--- src/hw/dma_settings.svh ---
`ifndef DMA_SETTINGS_SVH
`define DMA_SETTINGS_SVH

// width of one weight word
`define DMA_DATA_W 16

// 1024 ITCM words
`define ITCM_ADDR_W 10

// 256 words per weight buffer
`define BUF_ADDR_W 8

// bank 0 is conv, banks 1 to 4 are fc
`define NUM_BANKS 5

`endif

--- src/hw/dma_pkg.sv ---
`default_nettype none

package dma_pkg;

    `include "dma_settings.svh"

    // region lengths, sampled on start
    typedef struct packed {
        logic [`BUF_ADDR_W:0]    conv_len;
        logic [`BUF_ADDR_W:0]    fc_len;
    } dma_cfg_t;

    // itcm load port
    typedef struct packed {
        logic                    en;
        logic [`ITCM_ADDR_W-1:0] addr;
        logic [`DMA_DATA_W-1:0]  data;
    } itcm_wr_t;

    // one-hot bank write channel
    typedef struct packed {
        logic [`NUM_BANKS-1:0]   bank_en;
        logic [`BUF_ADDR_W-1:0]  addr;
        logic [`DMA_DATA_W-1:0]  data;
    } wb_wr_t;

    typedef struct packed {
        logic                    en;
        logic [2:0]              bank;
        logic [`BUF_ADDR_W-1:0]  addr;
    } wb_rd_t;

endpackage

`default_nettype wire

--- src/hw/weight_dma.sv ---
`timescale 1ns/1ps
`default_nettype none

`include "dma_settings.svh"

module weight_dma import dma_pkg::*; (
    input  logic                    i_clk,
    input  logic                    i_rst_n,
    input  logic                    i_start,
    input  dma_cfg_t                i_cfg,
    output logic [`ITCM_ADDR_W-1:0] o_itcm_addr,
    input  logic [`DMA_DATA_W-1:0]  i_itcm_data,
    output wb_wr_t                  o_wr,
    output logic                    o_busy,
    output logic                    o_done
);

    typedef enum logic [2:0] {
        S_IDLE,
        S_CONV,
        S_FC0,
        S_FC1,
        S_FC2,
        S_FC3
    } state_t;

    state_t                  state;
    state_t                  next_region;
    logic [`NUM_BANKS-1:0]   region_oh;
    logic [`BUF_ADDR_W-1:0]  word_cnt;
    logic [`ITCM_ADDR_W-1:0] itcm_addr;
    dma_cfg_t                cfg_q;
    logic [`BUF_ADDR_W:0]    region_len;
    logic                    region_last;
    logic                    accept;
    logic                    s1_valid;
    logic [`NUM_BANKS-1:0]   s1_mask;
    logic [`BUF_ADDR_W-1:0]  s1_addr;
    logic [`NUM_BANKS-1:0]   wr_en_q;
    logic [`BUF_ADDR_W-1:0]  wr_addr_q;
    logic [`DMA_DATA_W-1:0]  wr_data_q;
    logic                    drain_last;

    // start is ignored while a run is in flight
    assign accept = i_start && !o_busy;

    assign region_len  = (state == S_CONV) ? cfg_q.conv_len : cfg_q.fc_len;
    assign region_last = ({1'b0, word_cnt} == region_len - 1'b1);

    // last word sits in the write stage, nothing behind it
    assign drain_last = (|wr_en_q) && !s1_valid;

    always_comb begin
        case (state)
            S_CONV:  next_region = S_FC0;
            S_FC0:   next_region = S_FC1;
            S_FC1:   next_region = S_FC2;
            S_FC2:   next_region = S_FC3;
            default: next_region = S_IDLE;
        endcase
    end

    always_ff @(posedge i_clk) begin
        if (!i_rst_n) begin
            state     <= S_IDLE;
            region_oh <= '0;
            s1_valid  <= 1'b0;
            wr_en_q   <= '0;
            o_busy    <= 1'b0;
            o_done    <= 1'b0;
        end else begin
            if (accept) begin
                state     <= S_CONV;
                region_oh <= `NUM_BANKS'(1);
            end else if (state != S_IDLE && region_last) begin
                // walk to the next buffer
                state     <= next_region;
                region_oh <= region_oh << 1;
            end

            if (accept) begin
                o_busy <= 1'b1;
            end else if (drain_last) begin
                o_busy <= 1'b0;
            end
            o_done <= drain_last;

            s1_valid <= (state != S_IDLE);
            wr_en_q  <= s1_valid ? s1_mask : '0;
        end
    end

    // address counters and data pipeline
    always_ff @(posedge i_clk) begin
        if (accept) begin
            cfg_q     <= i_cfg;
            itcm_addr <= '0;
            word_cnt  <= '0;
        end else if (state != S_IDLE) begin
            itcm_addr <= itcm_addr + 1'b1;
            word_cnt  <= region_last ? '0 : word_cnt + 1'b1;
        end

        s1_mask   <= region_oh;
        s1_addr   <= word_cnt;
        wr_addr_q <= s1_addr;
        wr_data_q <= i_itcm_data;
    end

    assign o_itcm_addr = itcm_addr;

    assign o_wr.bank_en = wr_en_q;
    assign o_wr.addr    = wr_addr_q;
    assign o_wr.data    = wr_data_q;

endmodule

`default_nettype wire

--- config.mk ---
export PLATFORM = sky130hd
export DESIGN_NAME = weight_dma
export DESIGN_NICKNAME = d
export VERILOG_FILES = /design/src/hw/dma_pkg.sv /design/src/hw/weight_dma.sv
export VERILOG_INCLUDE_DIRS = /design/src /design/src/hw
export SDC_FILE = /design/constraint.sdc
export NUM_CORES = 1
export LEC_CHECK = 0
export ABC_AREA = 1
export BUFFER_PORTS_ARGS = -buffer_cell sky130_fd_sc_hd__buf_2
export CAP_MARGIN = 15
export CORE_MARGIN = 2
export CORE_UTILIZATION = 35
export CTS_BUF_LIST = sky130_fd_sc_hd__clkbuf_4
export DETAILED_ROUTE_END_ITERATION = 12
export PLACE_DENSITY = 0.63
export SYNTH_ARGS = -nofsm -noshare
export SYNTH_HDL_FRONTEND = slang
export SYNTH_SLANG_ARGS = --single-unit
--- constraint.sdc ---
create_clock -name i_clk -period 3.9 [get_ports i_clk]
set_clock_uncertainty 0.1 [all_clocks]
set_input_delay 0.39 -clock i_clk [delete_from_list [all_inputs] [get_ports i_clk]]
set_output_delay 0.39 -clock i_clk [all_outputs]
set_load 0.1 [all_outputs]
==> results of run 1 <==
## flip-flops by register name (all words and copies together) (netlist names)
signal and cells:
cfg_q 18, o_busy 1, o_done 1, o_itcm_addr 10, region_oh 5, s1_addr 8, s1_mask 5, s1_valid 1
state 3, word_cnt 8, wr_addr_q 8, wr_data_q 16, wr_en_q 5
## Yosys cell counts, drive strengths merged
master / count
nand2: 75
dfxtp: 71
inv: 47
nor2: 45
nand3: 31
a21oi: 21
edfxtp: 18
o21ai: 6
xor2: 6
nand3b: 5
nor3: 5
buf: 4
nand4: 4
ha: 3
o21a: 2
o21bai: 2
and3: 1
or4: 1
## cells in the final DEF (no fill, tap or decap), types with 2 or more instances in the layout
cell | synthesis | layout
a21oi_1 | 21 | 21
dfxtp_1 | 71 | 71
nand2_1 | 54 | 54
o21a_1 | 2 | 2
buf_2 | 1 | 77
nand3_2 | 6 | 6
nand2_2 | 11 | 11
ha_1 | 3 | 3
edfxtp_1 | 18 | 18
nand3b_1 | 5 | 5
o21ai_0 | 5 | 5
dlygate4sd3_1 | 0 | 19
inv_1 | 41 | 41
nand3_1 | 25 | 25
nor2_2 | 11 | 12
nand4_1 | 3 | 3
nor2_4 | 3 | 3
inv_8 | 0 | 2
clkbuf_4 | 0 | 9
nor2_1 | 31 | 30
nor3_1 | 5 | 5
o21bai_1 | 2 | 2
inv_6 | 0 | 2
inv_2 | 6 | 6
buf_4 | 1 | 2
xor2_1 | 5 | 5
nand2_4 | 10 | 10
## per-stage QoR
| step | utilization | std cells | worst slack, ns |
|---|---|---|---|
| 4_1_cts | 0.4516 | 583 | 1.091 |
| 3_5_place_dp | 0.4179 | 551 | 1.131 |
| 5_1_grt | 0.4548 | 586 | 0.7853 |
| 3_3_place_gp | 0.4179 | 551 | 1.263 |
| 2_1_floorplan | - | 347 | 1.183 |
| 6_report | 0.4551 | 587 | 1.069 |
## critical path: stages, from the launching register on
cell and delay (ns):
dfxtp_1 0.40, nor2_4 0.31, nand2_2 0.29, nand2_4 0.13, nand2_2 0.08, inv_2 0.07, ha_1 0.23, inv_1 0.07
nand3_1 0.12, nand2_1 0.06, nand2_1 0.07, nand2_1 0.05, nor2_1 0.07, nand3_1 0.07, nor2_1 0.12, nand4_2 0.20
nand2_4 0.18, nor2_2 0.05, nor2_2 0.09
## per-layer routing
metal	vias up	GRT usage
met4	0	0.05925
met5	-	0
met1	1131	0.1643
met3	10	0.02070
met2	60	0.2070
li1	1320	-
## worst max-delay path by stage
stage	end	depth (start not counted)	slack, ns
3_5_place_dp	state[0]	18	1.13
3_3_place_gp	state[0]	14	1.26
6_report	state[0]	18	1.07
5_1_grt	state[0]	18	0.79
4_1_cts	state[0]	18	1.09
2_1_floorplan	state[0]	5	1.18
## kinds of logic after synthesis
family          Yosys count  synth area share
compound gates           31           0.04943
fa+ha+maj                 3           0.01124
simple gates            167            0.2682
buf+inv                  51           0.06592
xor+xnor                  6           0.01798
flops                    89            0.5873
## timing repair
item / in CTS / in global routing
hold endpoints to repair: 16 / 3
gates resized for setup: 0 / 0
hold buffers: 16 / 3
## power by group through the flow
stage / clock, W / sequential [W] / combinational [W]
after CTS: 0.000565 / 0.000998 / 0.000327
after global routing: 0.000603 / 0.00100 / 0.000353
final: 0.000544 / 0.000998 / 0.000327
after global placement: 0 / 0.00102 / 0.000309
after floorplan: 0 / 0.00114 / 0.000129
after detailed placement: 0 / 0.00102 / 0.000313
## final cells by class
type | instances | area, µm² | area share
Clock buffer | 9 | 67.56 | 0.01607
Tap cell | 129 | 161.4 | 0.03838
Inverter | 47 | 176.4 | 0.04195
Timing Repair Buffer | 98 | 590.6 | 0.1404
Clock inverter | 7 | 83.83 | 0.01993
Sequential cell | 89 | 1962 | 0.4665
Multi-Input combinational cell | 207 | 1161 | 0.2761
Antenna cell | 1 | 2.502 | 0.0005951
==> impl_metrics.toml, run 1 <==
[run_status]
status = "completed"

[power_and_ir_drop]
total_power_w = 0.001869
switching_share = 0.3178
p_sw_w = 0.0005938
combinationalPowerShare = 0.175
power.leakage_nw = 1.874
powerDensity_mw_per_mm2 = 444.4
p_clk_frac = 0.291
p_int_w = 0.001275
ir_drop_uv = 170.2
seqPwrFrac = 0.534

[final_layout]
nets = 492
area_delta_synth_final_pct = 25.88
final_layout_size_suffix_gt1_frac = 0.3173
fillers = 900
fin_area_mm2 = 0.004205

[route]
drc = 0
drt-met1-wl_um = 2929
viasPerCell = 4.295
via_count = 2521
drt-total-wl_um = 6250
top_layer = "met4"
wl_met2_um = 2908
firstDrtPassIters = 4
ant_nets = 0
routedWlPerCell_um = 10.65
drtIter0Drc = 91
wl_met3_um = 285

[logic_synthesis]
ys_ff_latch = 89
synth.avg_cell_area_um2 = 9.627
synth_top_cell_by_area = "dfxtp_1"
yosysTopAreaCellShare = 0.4255
synth.yosys.warnings = 0
ys_seq_area_frac = 0.5873
netlist_area_mm2 = 0.003341
yosys.cell_types.count = 30
syn_nets = 387
synth_area_leaders = "dfxtp_1 43%, edfxtp_1 16%, nand2_1 6.1%"
synthCells = 347

[floorplan]
std_cell_rows = 35
die_h_um = 101.7
start_util = 0.3615
ios = 78
coreArea_mm2 = 0.009240
die_area_mm2 = 0.01034
die_w_um = 101.7

[placed_design]
dpl.hpwl_um = 4549
gp_congestion = 0.8825
portBuffers = 77
place_area_mm2 = 0.003861

[sta]
final_max_slew_viol_count = 0
fin_crit_sh = 0.7260
relSlewSlack = 0.6730
setup_viol = 0
hold_violations = 0
rsz0062_at_grt = "false"
timing.final.crit_period_ns = 2.831
fin_hold_ws_ns = 0.02045
tightest_slew_ns = 0.4939
fmax_mhz = 353.2
timing.setup.tns_ns = 0

[worst_setup_path]
cp.required_ns = 4.18
crit_fanout = 11
cp-start-kind = "register"
reg2reg_from = "state[1]"
reg2reg_depth = 18
rrSetupSlack_ns = 1.07
path_class = "register to register"
reg2reg_to = "state[0]"
critPathLaunch = "state[1]"
cp-end-kind = "register"
crit_arrival_ns = 3.11

[clocking]
clkTransAtPathRegs_ns = 0.15
postCtsSetupRepairBufs = 0
htreeDepth = 3
numCtsBuffers = 9
numClockSinks = 89
cts_tree = "built"
clockBufferDepth = 2
clock_latency_ns = 0.44
cts_root_buf = "clkbuf_4"

[global_route]
grt_max_degree = 27
gr-total-overflow = 0
grt_pass1_wl_um = 10500
antenna_found_initial = 0
grt_pass1_vias = 2389
grt_usage = 0.1268

[hold_path]
hold_path_startpoint = "i_cfg[10]"
hp-class = "primary input to register"
hold_depth = 1
holdPathEnd = "cfg_q[10]"

[flow_run]
drv_cap = 0
Power figures use the tool's default switching activity.
==> run 2: changes to the inputs <==
--- a/config.mk
+++ b/config.mk
@@ -13,7 +13,7 @@
 export CORE_UTILIZATION = 35
 export CTS_BUF_LIST = sky130_fd_sc_hd__clkbuf_4
 export DETAILED_ROUTE_END_ITERATION = 12
-export PLACE_DENSITY = 0.63
+export PLACE_DENSITY = 0.65
 export SYNTH_ARGS = -nofsm -noshare
 export SYNTH_HDL_FRONTEND = slang
 export SYNTH_SLANG_ARGS = --single-unit
==> constraint.sdc (replaced) <==
create_clock -name i_clk -period 2.5 [get_ports i_clk]
set_clock_uncertainty 0.1 [all_clocks]
set_input_delay 0.25 -clock i_clk [delete_from_list [all_inputs] [get_ports i_clk]]
set_output_delay 0.25 -clock i_clk [all_outputs]
set_load 0.1 [all_outputs]
==> impl_metrics.toml, run 2 (synthesized netlist as in run 1, its figures left out) <==
[run_status]
status = "completed"

[worst_setup_path]
rrSetupSlack_ns = 0.18
reg2reg_from = "state[1]"
crit_arrival_ns = 2.56
cp-start-kind = "register"
cp.required_ns = 2.74
crit_buf_inv = 2
crit_chain = "nor2_4 > nand3_2 > nand2_2 > inv_2 > ha_4 > xor2_1 > nand3_1 > nand3b_1 > nor2_2 > nand3_2 > nor2_4 > inv_2 > a21oi_2 > nor2_1"
cp-end-kind = "register"
crit_fanout = 8
max_stage_delay_ns = 0.39
path_class = "register to register"
critPathLaunch = "state[1]"
slowest_stage = "dfxtp_4"
path_delay_family = "simple AND/OR/NAND/NOR gates"

[sta]
relSlewSlack = 0.6705
fmax_mhz = 430.4
timing.final.crit_period_ns = 2.324
hold_violations = 0
tightest_slew_ns = 0.4977
setup_viol = 0
final_max_slew_viol_count = 0
fin_crit_sh = 0.9295
timing.setup.tns_ns = 0
fin_hold_ws_ns = 0.2433
setup_ws_ns = 0.1764

[placed_design]
dpl.hpwl_um = 4567
place_inst = 556
gp_congestion = 0.8895
portBuffers = 77
place_ws_ns = 0.1229

[route]
drt-total-wl_um = 6536
drc = 0
routedWlPerCell_um = 10.75
via_count = 2587
drtIter0Drc = 62
viasPerCell = 4.255
ant_nets = 0
firstDrtPassIters = 4

[clocking]
clockBufferDepth = 2
numCtsBuffers = 9
clock_latency_ns = 0.44
cts_root_buf = "clkbuf_4"
htreeDepth = 3
numClockSinks = 89
cts_tree = "built"
clkTransAtPathRegs_ns = 0.14

[global_route]
grt_pass1_vias = 2489
grt_max_degree = 27
grt_pass1_wl_um = 10800
antenna_found_initial = 0
grt_usage = 0.1340
gr-total-overflow = 0

[final_layout]
area_delta_synth_final_pct = 33.52
largest_reg_flops = 18
layout_common_cells = "77 x buf_2, 68 x dfxtp_1, 54 x nand2_1"
n_antenna_cell = 0
nets = 514
fin_cells = 608
fillers = 872
final-seq-area_mm2 = 0.001971
final_layout_size_suffix_gt1_frac = 0.3340
final_common_cell = "buf_2"
multi_input_area_mm2 = 0.001216
regMostFlops = "cfg_q"

[floorplan]
ios = 78
start_util = 0.3615
std_cell_rows = 35
die_h_um = 101.7
die_area_mm2 = 0.01034
coreArea_mm2 = 0.009240
die_w_um = 101.7

[power_and_ir_drop]
ir_drop_uv = 252.3
power.leakage_nw = 1.974
powerDensity_mw_per_mm2 = 645.3

[hold_path]
hold_path_startpoint = "s1_addr[4]"
hp-class = "register to register"

[flow_run]
drv_cap = 0
[run 2: cell count changes in the layout (fill, tap and decap cells not counted), sizes merged]
cell	change
dlygate4sd3	+16
buf	+6
clkinv	+2
bufinv	-1
diode	-1
inv	-1
[run 2: metal layers]
metal,vias up,part of all wire,track usage,routed length (µm)
met5,-,0,0,0
met3,10,0.039,0.02277,255
li1,1362,-,-,-
met1,1159,0.46,0.1649,2981
met2,56,0.48,0.2237,3169
met4,0,0.020,0.07173,130
[run 2: layout make-up]
type                    instances  area share
clock buffers                   9     0.01515
clock inverters                 7     0.01627
inverters                      47     0.03955
multi-input cells             207      0.2727
flip-flops and latches         89      0.4418
well taps                     129     0.03619
repair buffers                120      0.1784
[run 2: path summary, 6_finish.rpt]
path,to,cells after the start
setup reg to reg,state[1],14
hold / removal,wr_addr_q[4],0
hold reg to reg,wr_addr_q[4],0
setup / recovery,state[1],14
[run 2: power by group]
group | leakage (nW) | internal, W | switching, W | total, W
sequential | 0.755 | 0.00153 | 0.0000298 | 0.00156
combinational | 1.15 | 0.000164 | 0.000387 | 0.000551
clock | 0.0737 | 0.000235 | 0.000535 | 0.000770
total | 1.97 | 0.00193 | 0.000952 | 0.00288
[run 2: stage by stage]
stage | util | instance area, µm² | total power (W)
detailed placement | 0.4219 | 3899 | 0.002083
global placement | 0.4219 | 3899 | 0.002073
finish | 0.4827 | 4461 | 0.002878
floorplan | - | 3343 | 0.001981
CTS | 0.4750 | 4389 | 0.002905
global route | 0.4827 | 4461 | 0.003038
[run 2: timing repair]
item | in CTS | in global routing
resized for setup | 0 | 15
setup buffers | 0 | 1
setup endpoints to repair | 0 | 16
hold buffers | 35 | 0
endpoints found under the hold margin | 35 | 0
